### src/hw/perf_consts.svh
`ifndef PERF_CONSTS_SVH
`define PERF_CONSTS_SVH

// number of counters, one per event group
`define PERF_NUM_COUNTERS 4

// event strobes that feed one counter
`define PERF_EVENTS_PER_COUNTER 7

// accumulator width (matches the DSP48 P output)
`define PERF_COUNT_WIDTH 48

// per-cycle increment wide enough for 0 to 7 set strobes
`define PERF_DELTA_WIDTH 3

// index that picks one counter on readout
`define PERF_IDX_WIDTH 2

`endif

### src/hw/perf_pkg.sv
`include "perf_consts.svh"

package perf_pkg;

	// one live or frozen counter value
	typedef logic [`PERF_COUNT_WIDTH-1:0] count_t;

	// popcount of one group in one cycle
	typedef logic [`PERF_DELTA_WIDTH-1:0] delta_t;

	// the strobes belonging to a single counter
	typedef logic [`PERF_EVENTS_PER_COUNTER-1:0] event_group_t;

	// selects a counter in the shadow bank
	typedef logic [`PERF_IDX_WIDTH-1:0] counter_idx_t;

	// group i sits in bits 7i+6..7i when packed as event_group_t [N-1:0]
	// deltas and counts are packed the same way, index i in element [i]

endpackage

### src/hw/counter_snapshot.sv
`include "perf_consts.svh"

// stage 3 of the monitor pipeline
// shadow bank for all counters plus a registered indexed read
//
// snap at edge s copies every live count as it stood before edge s
// rd_addr at edge r drives that shadow onto rd_data after edge r
// a read at the same edge as a snap still sees the older shadow

module counter_snapshot
	import perf_pkg::*;
(
	input logic clk,
	input logic rst_n,

	input count_t [`PERF_NUM_COUNTERS-1:0] counts, // live totals from the counters
	input logic snap, // pulse, freeze all counts together

	input counter_idx_t rd_addr, // which shadow to return
	output count_t rd_data // selected shadow, one cycle after rd_addr
);

	count_t shadow [`PERF_NUM_COUNTERS]; // frozen counts

	// all four load on the same edge
	// so a set of reads always comes from one consistent instant
	always_ff @(posedge clk) begin
		if (!rst_n) begin
			for (int i = 0; i < `PERF_NUM_COUNTERS; i++) begin
				shadow[i] <= '0;
			end
		end else if (snap) begin
			for (int i = 0; i < `PERF_NUM_COUNTERS; i++) begin
				shadow[i] <= counts[i];
			end
		end
	end

	// read port
	// fixed single cycle latency, no valid strobe needed
	always_ff @(posedge clk) begin
		if (!rst_n) begin
			rd_data <= '0;
		end else begin
			rd_data <= shadow[rd_addr]; // shadow only changes on snap
		end
	end

	// counts lag the events by three edges
	// a snap therefore captures events sampled up to edge s-3
	// anything later stays in the live counters until the next snap

endmodule

### src/hw/event_tally.sv
`include "perf_consts.svh"

// stage 1 of the monitor pipeline
// reduces each group of strobes to a delta and lines it up with the enable

module event_tally
	import perf_pkg::*;
(
	input logic clk,
	input logic rst_n,

	input event_group_t [`PERF_NUM_COUNTERS-1:0] events, // group i in bits 7i+6..7i
	input logic count_en, // level, counting allowed this cycle

	output delta_t [`PERF_NUM_COUNTERS-1:0] deltas, // registered popcounts
	output logic tally_en // count_en delayed to match deltas
);

	// number of set strobes in one group
	function automatic delta_t popcount(input event_group_t grp);
		delta_t n;
		n = '0;
		for (int b = 0; b < `PERF_EVENTS_PER_COUNTER; b++) begin
			n = n + delta_t'(grp[b]); // 7 ones still fit in 3 bits
		end
		return n;
	endfunction

	delta_t tally_next [`PERF_NUM_COUNTERS]; // combinational counts, one per group

	always_comb begin
		for (int g = 0; g < `PERF_NUM_COUNTERS; g++) begin
			tally_next[g] = popcount(events[g]);
		end
	end

	// deltas load every cycle whatever count_en is
	// the counter stage uses tally_en to decide whether they are added
	always_ff @(posedge clk) begin
		if (!rst_n) begin
			for (int g = 0; g < `PERF_NUM_COUNTERS; g++) begin
				deltas[g] <= '0;
			end
		end else begin
			for (int g = 0; g < `PERF_NUM_COUNTERS; g++) begin
				deltas[g] <= tally_next[g];
			end
		end
	end

	// enable follows the same one-cycle path as the deltas
	always_ff @(posedge clk) begin
		if (!rst_n) begin
			tally_en <= 1'b0; // inactive out of reset
		end else begin
			tally_en <= count_en;
		end
	end

endmodule

### src/hw/perf_counter.sv
`include "perf_consts.svh"

// stage 2 of the monitor pipeline
// 48-bit accumulator in plain logic with the register layout of a DSP48 slice
// used as P <= P + C
//
// edge k+1   delta captured into delta_q when en is high (C register, CEC = en)
//            en copied into en_ff
// edge k+2   count <= count + delta_q when en_ff is high (P register, CEP = en_ff)
//
// so a delta presented before edge k+1 shows up on count after edge k+2
// counts wrap modulo 2^48

module perf_counter
	import perf_pkg::*;
(
	input logic clk,
	input logic rst_n,

	input logic clear, // pulse, zeroes the whole accumulate path
	input logic en, // delta is valid for counting
	input delta_t delta, // increment for this cycle

	output count_t count // running total (P register)
);

	delta_t delta_q; // captured increment (C register)
	logic en_ff; // en delayed one cycle, clock enable of the adder stage
	count_t delta_ext; // increment widened to the accumulator

	// C register and the delayed enable
	// clear wins over a new capture so nothing in flight survives it
	always_ff @(posedge clk) begin
		if (!rst_n || clear) begin
			delta_q <= '0;
			en_ff <= 1'b0;
		end else begin
			en_ff <= en;
			if (en) begin
				delta_q <= delta; // hold last value while disabled
			end
		end
	end

	// zero extend to 48 bits, upper bits of the C port tie low
	assign delta_ext = count_t'(delta_q);

	// P register
	// only advances on the cycle after an enabled capture
	always_ff @(posedge clk) begin
		if (!rst_n || clear) begin
			count <= '0;
		end else if (en_ff) begin
			count <= count + delta_ext; // z = 0, y = c, x = p
		end
	end

	// note that an event sampled at the clear edge reaches delta on the
	// following cycle, so it is captured after the clear and still counted
	// events one or two cycles older are sitting in delta_q or count and
	// get dropped along with the old total

endmodule

### src/hw/perf_monitor_top.sv
`include "perf_consts.svh"

// performance monitor
//
// events -> event_tally -> perf_counter x4 -> counter_snapshot -> rd_data
//
// the whole path accepts new events every cycle and nothing stalls
// an event becomes part of the live count three edges after it is sampled
// and is readable once a snap is sampled at least three edges later

module perf_monitor_top
	import perf_pkg::*;
(
	input logic clk,
	input logic rst_n,

	input event_group_t [`PERF_NUM_COUNTERS-1:0] events, // 4 x 7 strobes, flattened
	input logic count_en, // level enable for counting
	input logic clear, // pulse, zero all counters
	input logic snap, // pulse, freeze all counters

	input counter_idx_t rd_addr, // counter to read back
	output count_t rd_data // frozen count, one cycle after rd_addr
);

	delta_t [`PERF_NUM_COUNTERS-1:0] deltas; // per-group increments from stage 1
	logic tally_en; // enable aligned with deltas
	count_t [`PERF_NUM_COUNTERS-1:0] counts; // live totals from stage 2

	// stage 1
	event_tally u_tally (
		.clk (clk),
		.rst_n (rst_n),
		.events (events),
		.count_en (count_en),
		.deltas (deltas),
		.tally_en (tally_en)
	);

	// stage 2
	// one accumulator per event group, all sharing clear and enable
	for (genvar i = 0; i < `PERF_NUM_COUNTERS; i++) begin : g_counter
		perf_counter u_counter (
			.clk (clk),
			.rst_n (rst_n),
			.clear (clear),
			.en (tally_en),
			.delta (deltas[i]),
			.count (counts[i])
		);
	end

	// stage 3
	counter_snapshot u_snapshot (
		.clk (clk),
		.rst_n (rst_n),
		.counts (counts),
		.snap (snap),
		.rd_addr (rd_addr),
		.rd_data (rd_data)
	);

endmodule

### config.mk
export PLATFORM = sky130hd
export DESIGN_NAME = perf_monitor_top
export DESIGN_NICKNAME = d
export VERILOG_FILES = /design/src/hw/perf_pkg.sv /design/src/hw/counter_snapshot.sv /design/src/hw/event_tally.sv /design/src/hw/perf_counter.sv /design/src/hw/perf_monitor_top.sv
export VERILOG_INCLUDE_DIRS = /design/src /design/src/hw
export SDC_FILE = /design/constraint.sdc
export NUM_CORES = 1
export LEC_CHECK = 0
export ABC_CLOCK_PERIOD_IN_PS = 7870
export BUFFER_PORTS_ARGS = -buffer_cell sky130_fd_sc_hd__buf_4
export CORE_MARGIN = 10
export CORE_UTILIZATION = 60
export CTS_BUF_LIST = sky130_fd_sc_hd__clkbuf_4
export DETAILED_ROUTE_END_ITERATION = 10
export GPL_ROUTABILITY_DRIVEN = 0
export HOLD_SLACK_MARGIN = 0.08
export PLACE_DENSITY = 0.78
export SYNTH_ARGS = -nofsm -noshare
export SYNTH_HDL_FRONTEND = slang
export SYNTH_SLANG_ARGS = --single-unit
### constraint.sdc
create_clock -name clk -period 7.87 [get_ports clk]
set_input_delay 0.787 -clock clk [delete_from_list [all_inputs] [get_ports clk]]
set_output_delay 0.787 -clock clk [all_outputs]
set_load 0.005 [all_outputs]
Word-level counts from Yosys, hierarchy flattened
Memories as Yosys holds them, arrays and structs flattened. A register that Yosys moved wholly into a read port is not among the register bits.
Cells that the tools add are included.
{"block": "op_classes", "addsub": 28, "mux": 8, "bitwise_logic": 4, "n_reduce_logical": 3}
{"op": "$add 48x3->48", "count": 4}
{"op": "$mux 48", "count": 4}
{"op": "$add 3x1->3", "count": 20}
{"op": "$add 1x1->2", "count": 4}
{"op": "$mux 1", "count": 4}
{"op": "$or 1x1->1", "count": 4}
{"op": "$logic_not 1->1", "count": 2}
{"op": "$logic_or 1x1->1", "count": 1}
{"block": "word_totals", "register_bits": 218, "ramBits": 192, "in_bits": 35, "output_inout_bits": 48, "word_cells": 58, "mem_count": 1}
{"memory": "u_snapshot.shadow", "words": 4, "word_bits": 48, "rd": 1, "rd_clocked_by_memory_dff": 1, "write_ports": 4, "line": "counter_snapshot.sv:23", "rtl": "count_t shadow [`PERF_NUM_COUNTERS];"}

Depth between registers and ports, before layout
Gate-level depths: netlist of the first run.
{"block": "depth", "depth_word": 6, "depth_mapped": 10, "ltp_nobuf": 10}

Cells and area by module
Synthesis of the first run repeated with hierarchy kept, for this count alone.
{"block": "hier_totals", "cells_unflattened": 1849, "hier_area_um2": 20323.2}
{"module": "perf_counter", "n_inst": 4, "cells_each": 283, "area_each_um2": 2491.1, "seq_area_each_um2": 1041.0}
{"module": "counter_snapshot", "n_inst": 1, "cells_each": 642, "area_each_um2": 9554.2, "seq_area_each_um2": 6726.5}
{"module": "event_tally", "n_inst": 1, "cells_each": 75, "area_each_um2": 804.5, "seq_area_each_um2": 260.2}

Worst setup path before layout of the first run
Ideal clock, no wire load.
{"block": "synth_path", "path_type": "input port to flip-flop", "startpoint": "input port snap", "endpoint": "memory u_snapshot.shadow[0][0] (netlist name), enable pin", "setup_time_ps": 586, "arrival_ps": 5665, "t_required_ps": 7284, "setup_slack_ps": 1619, "cell_stages": 2, "path_buffers": 1, "path_cell_list": "clkbuf_1 -> nand2b_1"}
{"element": "from (decl)", "line": "perf_monitor_top.sv:20", "rtl": "input logic snap,"}
{"element": "to (decl)", "line": "counter_snapshot.sv:23"}

Worst setup path in the final report of the first run
{"block": "layout_path", "startpoint": "register g_counter[0].u_counter.count[0]", "endpoint": "register g_counter[0].u_counter.count[38]"}
{"block": "layout_via", "elab_chain_len": 1}
{"element": "from (decl)", "line": "perf_counter.sv:24", "rtl": "output count_t count"}
{"element": "from (signal assigned)", "line": "perf_counter.sv:54", "rtl": "count <= count + delta_ext;"}
{"element": "$add 48x3->48", "line": "perf_counter.sv:54"}
Every way passes these cells.
A chain may end at the register's enable or synchronous reset.

==> impl_metrics.toml, run 1 <==
[routing]
wire_per_inst_um = 18.9
drtIter0Drc = 1325
via_per_inst = 5.98
wl_um = 45900
dr.pass1.iters = 5
drcViolationCount = 0
dr_total_vias = 14600
postRouteAntennaNets = 0

[layout]
final_cell_mix = "dfxtp_1 (266), and3_1 (213), edfxtp_1 (192)"
drive_above_1_share = 0.171
final-instance-count-excl-fill = 2433
final_common_cell = "dfxtp_1"
multiInputGateArea_um2 = 8310
final_area_um2 = 22400
nNetsFinal = 1969
area_growth_syn_to_layout_pct = 12.1
nFillCells = 2421
utilization = 0.685
final-seq-area_um2 = 11100

[synthesis]
synth.avg_cell_area_um2 = 11.2
muxShareOfSynthArea = 0.0641
synth_edf_count = 192
synth-main-ff-cell = "dfxtp_1"
synthArstFlopShare = 0
synth_xor_area_frac = 0.0486
synth_fa_ha_area_frac = 0.0310
synth_compound_area_frac = 0.0499
yosysSeqAreaShare = 0.555
ys_seq_elements = 458
synth_nets = 1867
yosys.area_share.simple = 0.221
ys_types = 51
syn_area_um2 = 20000
synth_top_family_by_area = "simple AND/OR/NAND/NOR gates"
synthCells = 1792
yosys_warnings = 0

[sta]
min_period_over_period = 0.397
slew_violations = 0
worst_pin_slew_ns = 1.05
hold_slack_ns = 0.221
max_slew_margin = 0.297
rsz0062_at_grt = "no"
hold_viol = 0
finalCriticalPeriod_ns = 3.12
tns_ns = 0
fin_skew_ns = 0.0472
setup_ws_ns = 4.75
finalSetupViolCount = 0
clock.fmax_mhz = 320

[worst_setup_path]
critPathCaptureType = "flop"
required_ns = 8.56
critical_path_class = "reg2reg"
path_max_fanout = 11
r2r_start = "g_counter[0].u_counter.count[0]$_SDFFE_PP0P_"
crit_arrival_ns = 3.81
critPathLaunchType = "flop"
rrSetupSlack_ns = 4.75
rr_worst_depth = 7
r2r-end = "g_counter[0].u_counter.count[38]$_SDFFE_PP0P_"

[grt]
grt_remaining_overflow = 0
grt_pass1_vias = 14300
top_usage_layer = "met2"
met2_usage = 0.356
track_usage = 0.221
use_met1 = 0.291
met3_usage = 0.0476
grt_antenna_before_repair = 2
grt_pass1_wl_um = 74700
grt_max_degree = 142

[clock_tree]
cts_tree = "built"
cts_setup_buffers = 0
clock_latency_ns = 0.80
cts_max_level = 3
clock-sinks = 458
cts_made_buffers = 112
ctsHoldBuffers = 0
cts_max_path_buffers = 3
cts-resized-gates = 0
clk_pin_slew_ns = 0.07
root_buffer = "clkbuf_4"

[die]
io_pins = 83
row_count = 66
die_w_um = 203
core_area_um2 = 32700
initial_core_util = 0.612
fp.dieH_um = 203
die_area_um2 = 41000

[placed_design]
dp.final_hpwl_um = 29200
dp_slack_ns = 4.60
io_buffer_count = 82
dp_cells = 2222
dpl_cell_area_um2 = 20900

[worst_hold_path]
hold_class = "in2reg"
min_path_cells = 2
worstHoldEndpoint = "u_tally.tally_en$_SDFF_PN0_"
min_from = "count_en"

[power]
vdd_drop_max_v = 0.000118
leakage_nw = 8.91
pwr_density_cell_nw_per_um2 = 215
power_mw = 4.83

[run]
drv_cap = 0

[status]
status = "finished clean"
[cell type report]
type,count,share of cell area
Sequential cell,458,0.495
Multi-Input combinational cell,1171,0.371
Clock buffer,172,0.0576
Timing Repair Buffer,98,0.0330
Tap cell,442,0.0247
Clock inverter,37,0.0101
Inverter,53,0.00888
Antenna cell,2,0.000223
[flip-flops by register name, indices dropped and copies added, names as in the netlist]
register	flops
g_counter.u_counter.count	192
g_counter.u_counter.delta_q	12
g_counter.u_counter.en_ff	1
u_snapshot.rd_data	48
u_snapshot.shadow	192
u_tally.deltas	12
u_tally.tally_en	1
[cell families (layout without fill, tap and decap cells)]
logic type               after synthesis  in the layout
flip-flops                           458            458
AO/OA/AOI/OAI                        174            174
XOR/XNOR                             111            111
multiplexers                          68             68
other                                  0              2
AND/OR/NAND/NOR                      778            778
adder cells (fa/ha/maj)               40             40
buffers and inverters                163            360
[critical path, stage by stage (launching register included)]
cell and delay (ns):
dfxtp_1 0.36, ha_1 0.28, fa_1 0.27, a21o_1 0.19, nand4_1 0.46, or3_1 0.74
or4_1 0.54, a21oi_1 0.16
[worst max-delay path by stage]
stage,startpoint,endpoint,slack (ns)
after floorplan,snap,u_snapshot.shadow[0][0]$_SDFFCE_PN0P_,1.62
after global placement,snap,u_snapshot.shadow[2][20]$_SDFFCE_PN0P_,4.62
after detailed placement,snap,u_snapshot.shadow[3][19]$_SDFFCE_PN0P_,4.60
after CTS,g_counter[0].u_counter.count[0]$_SDFFE_PP0P_,g_counter[0].u_counter.count[38]$_SDFFE_PP0P_,4.78
after global routing,g_counter[0].u_counter.count[0]$_SDFFE_PP0P_,g_counter[0].u_counter.count[36]$_SDFFE_PP0P_,4.69
final,g_counter[0].u_counter.count[0]$_SDFFE_PP0P_,g_counter[0].u_counter.count[38]$_SDFFE_PP0P_,4.75
[report_power, final]
part / switching (mW) / internal (mW) / total [mW]
Sequential: 0.0234 / 2.54 / 2.56
Combinational: 0.132 / 0.101 / 0.233
Clock: 0.942 / 1.09 / 2.04
Total: 1.10 / 3.73 / 4.83
[per-layer routing]
layer / vias up / part of all wire
li1: 6825 / -
met5: - / 0.00028
met4: 2 / 0.020
met2: 550 / 0.48
met1: 7098 / 0.43
met3: 86 / 0.071
[cell usage after synthesis, drive strengths merged, types with 2 or more instances]
cell type | instances | area share
nand2b | 2 | 0.00063
ha | 24 | 0.015
or3 | 46 | 0.015
buf | 13 | 0.0029
edfxtp | 192 | 0.29
nand2 | 69 | 0.013
or4 | 30 | 0.011
a211oi | 6 | 0.0023
nor2 | 142 | 0.027
mux4 | 48 | 0.054
nand3 | 61 | 0.015
o211ai | 4 | 0.0015
nor3 | 18 | 0.0045
nor2b | 9 | 0.0028
xor2 | 66 | 0.029
fa | 16 | 0.016
and3 | 213 | 0.067
or2 | 2 | 0.00063
o31ai | 26 | 0.0098
nand4 | 65 | 0.021
nor4b | 4 | 0.0021
o21ai | 47 | 0.012
a21o | 3 | 0.0011
a21oi | 78 | 0.020
clkbuf | 96 | 0.018
nand4b | 3 | 0.0013
dfxtp | 266 | 0.27
a31oi | 2 | 0.00063
inv | 53 | 0.0099
nor4 | 11 | 0.0038
and4 | 28 | 0.012
mux2i | 20 | 0.010
xnor2 | 45 | 0.020
o21a | 4 | 0.0015
and2 | 72 | 0.023
Power figures use the tool's default switching activity.
==> run 2: changes to the inputs <==
--- a/config.mk
+++ b/config.mk
@@ -6,7 +6,8 @@
 export SDC_FILE = /design/constraint.sdc
 export NUM_CORES = 1
 export LEC_CHECK = 0
-export ABC_CLOCK_PERIOD_IN_PS = 7870
+export ABC_AREA = 1
+export ABC_CLOCK_PERIOD_IN_PS = 2900
 export BUFFER_PORTS_ARGS = -buffer_cell sky130_fd_sc_hd__buf_4
 export CORE_MARGIN = 10
 export CORE_UTILIZATION = 60
==> constraint.sdc (replaced) <==
create_clock -name clk -period 2.9 [get_ports clk]
set_input_delay 0.29 -clock clk [delete_from_list [all_inputs] [get_ports clk]]
set_output_delay 0.29 -clock clk [all_outputs]
set_load 0.005 [all_outputs]
==> run 2 against run 1 <==
Effect of this change: sequential power grew to 2.7 times the previous value; first-iteration DRC count grew 48%; clock-buffer cell count grew 22; synthesized cell count grew 62%; sequential cell count is the same; non-clock buffer count grew 25; global-route usage grew 4.2 points; final cell count grew 49%; combinational power grew to 3.6 times the previous value; critical path type is now in2reg; critical endpoint is now u_tally.deltas[4]$_SDFF_PN0_; highest routed layer is now met4.
==> impl_metrics.toml, run 2 <==
[worst_setup_path]
critical-path-max-stage-delay_ns = 0.57
rrSetupSlack_ns = 0.76
crit_arrival_ns = 3.56
cpMaxStageDelayCell = "dlygate4sd3_1"
critical_path_class = "in2reg"
cp_cell_sequence = "dlygate4sd3_1 -> buf_4 -> ha_1 -> inv_1 -> fa_1 -> fa_1 -> inv_1 -> ha_1 -> inv_1 -> fa_1 -> dlygate4sd3_1 -> nor2_1"
critPathBufInv = 6
worst_path_dominant_cell_family = "adder cells"
path_max_fanout = 1
required_ns = 3.66
critPathLaunchType = "primary input"
critPathCaptureType = "flop"

[layout]
reg_top3 = "g_counter.u_counter.count x192, u_snapshot.shadow x192, u_snapshot.rd_data x48"
drive_above_1_share = 0.117
final-instance-count-excl-fill = 3616
area_growth_syn_to_layout_pct = 12.8
final_cell_mix = "nor2_1 (763), nand2_1 (500), inv_1 (357)"
nNetsFinal = 3126
final_area_um2 = 24900
nFillCells = 2983
final_common_cell = "nor2_1"

[grt]
grt_pass1_wl_um = 95200
grt_max_degree = 124
grt_remaining_overflow = 0
track_usage = 0.263
grt_pass1_vias = 19000
grt_antenna_before_repair = 1

[run]
drv_cap = 0

[placed_design]
dpl_cell_area_um2 = 23200
dp_cells = 3383
dp_slack_ns = 0.285
io_buffer_count = 82
dp.final_hpwl_um = 41900

[routing]
postRouteAntennaNets = 0
dr_total_vias = 19800
drcViolationCount = 0
drtIter0Drc = 1957
via_per_inst = 5.48
wl_um = 58800
dr.pass1.iters = 6
wire_per_inst_um = 16.3

[power]
leakage_nw = 9.37
seqPwrFrac = 0.516
vdd_drop_max_v = 0.000268
p_switching_mw = 3.20
share_comb_of_total_power = 0.062
internal-power_mw = 10.3
pwr-share-clk = 0.422
swShare = 0.238
pwr_density_cell_nw_per_um2 = 540

[synthesis]
synth_xor_area_frac = 0.00872
yosys_warnings = 0
synthCells = 2907
synth-main-ff-cell = "dfxtp_1"
synth.avg_cell_area_um2 = 7.60
yosys.area_share.simple = 0.299
yosysMostFrequentCell = "nor2_1"
yosysSeqAreaShare = 0.502
ys_top_cells_by_count = "nor2_1 (763), nand2_1 (501), inv_1 (358)"
yosys.area.top_type_share = 0.261
synth_top_family_by_area = "simple AND/OR/NAND/NOR gates"
ys_seq_elements = 458
ys_types = 39
syn_area_um2 = 22100
synth_top_cells_by_area = "edfxtp_1 (26%), dfxtp_1 (24%), nor2_1 (13%)"
synth_edf_count = 192
synth_fa_ha_area_frac = 0.0281
synth_compound_area_frac = 0.0804
muxShareOfSynthArea = 0
synth_nets = 2982
yosys.area.top_type = "edfxtp_1"
synthArstFlopShare = 0

[sta]
max_slew_margin = 0.570
worst_pin_slew_ns = 0.645
rsz0062_at_grt = "no"
fin_skew_ns = 0.0608
setup_ws_ns = 0.0923
finalCriticalPeriod_ns = 2.81
min_period_over_period = 0.968
hold_viol = 0
tns_ns = 0
finalSetupViolCount = 0
hold_slack_ns = 0.136
clock.fmax_mhz = 356
slew_violations = 0

[clock_tree]
cts_made_buffers = 114
cts_max_path_buffers = 3
ctsHoldBuffers = 20
cts_max_level = 3
cts_tree = "built"
cts-resized-gates = 0
clk_pin_slew_ns = 0.08
cts_setup_buffers = 0
clock_latency_ns = 0.84
root_buffer = "clkbuf_4"
clock-sinks = 458

[worst_hold_path]
hold_class = "in2reg"

[die]
io_pins = 83
row_count = 70
initial_core_util = 0.606
die_area_um2 = 44900
fp.dieH_um = 212
core_area_um2 = 36400
die_w_um = 212

[status]
status = "finished clean"
-- run 2: changes by cell type after synthesis, moves of 67 or more --
cell,change
a21oi_1,+68
and2_1,-67
and3_1,-213
inv_1,+305
nand2_1,+432
nand3_1,+75
nor2_1,+621
o21ai_0,+124
-- run 2: cells by family after synthesis --
| family | count (synthesis) |
|---|---|
| simple gates | 1579 |
| buf+inv | 462 |
| flops | 458 |
| compound gates | 346 |
| fa+ha+maj | 40 |
| xor+xnor | 22 |
-- run 2: worst reg2reg max path, delay by kind of cell (launching register included) --
kind / cells / cell delay, ns
buffers and inverters: 1 / 0.09
and+or+nand+nor: 8 / 1.16
DFF: 1 / 0.35
adders and majority gates: 2 / 0.44
-- run 2: cell type report --
type / instances / area (µm²) / area share
clock buffer: 194 / 1460 / 0.0585
clock inverter: 18 / 96.3 / 0.00387
timing repair buffer: 123 / 1090 / 0.0436
antenna: 1 / 2.50 / 0.000100
sequential: 458 / 11100 / 0.445
tap: 468 / 586 / 0.0235
inverter: 367 / 1380 / 0.0553
multi-input combinational: 1987 / 9220 / 0.370
-- run 2: stage by stage --
stage	power [mW]	utilization
finish	13.5	0.684
global route	14.0	0.684
CTS	13.5	0.684
global placement	7.83	0.636
floorplan	7.54	-
detailed placement	7.87	0.636
-- run 2: power by group through the flow --
stage                     clock [mW]  combinational (mW)  sequential, mW
after global placement             0               0.755            7.07
after detailed placement           0               0.795            7.08
after CTS                       5.77               0.832            6.94
after floorplan                    0               0.471            7.07
final                           5.68               0.833            6.94
after global routing            6.14               0.924            6.95
-- run 2: final timing paths --
| kind | endpoint | startpoint | cells after the start |
|---|---|---|---|
| setup / recovery | u_tally.deltas[4]$_SDFF_PN0_ | events[8] | 12 |
| hold reg to reg | g_counter[3].u_counter.delta_q[0]$_SDFFE_PP0P_ | u_tally.deltas[9]$_SDFF_PN0_ | 2 |
| setup reg to reg | g_counter[3].u_counter.count[46]$_SDFFE_PP0P_ | g_counter[3].u_counter.delta_q[0]$_SDFFE_PP0P_ | 11 |
| hold / removal | u_tally.deltas[7]$_SDFF_PN0_ | events[20] | 5 |
-- run 2: per-layer routing --
metal | wire [µm] | GRT usage
met1 | 23800 | 0.327
met2 | 28400 | 0.441
met4 | 2160 | 0.117
met3 | 4550 | 0.0470
met5 | 0 | 0
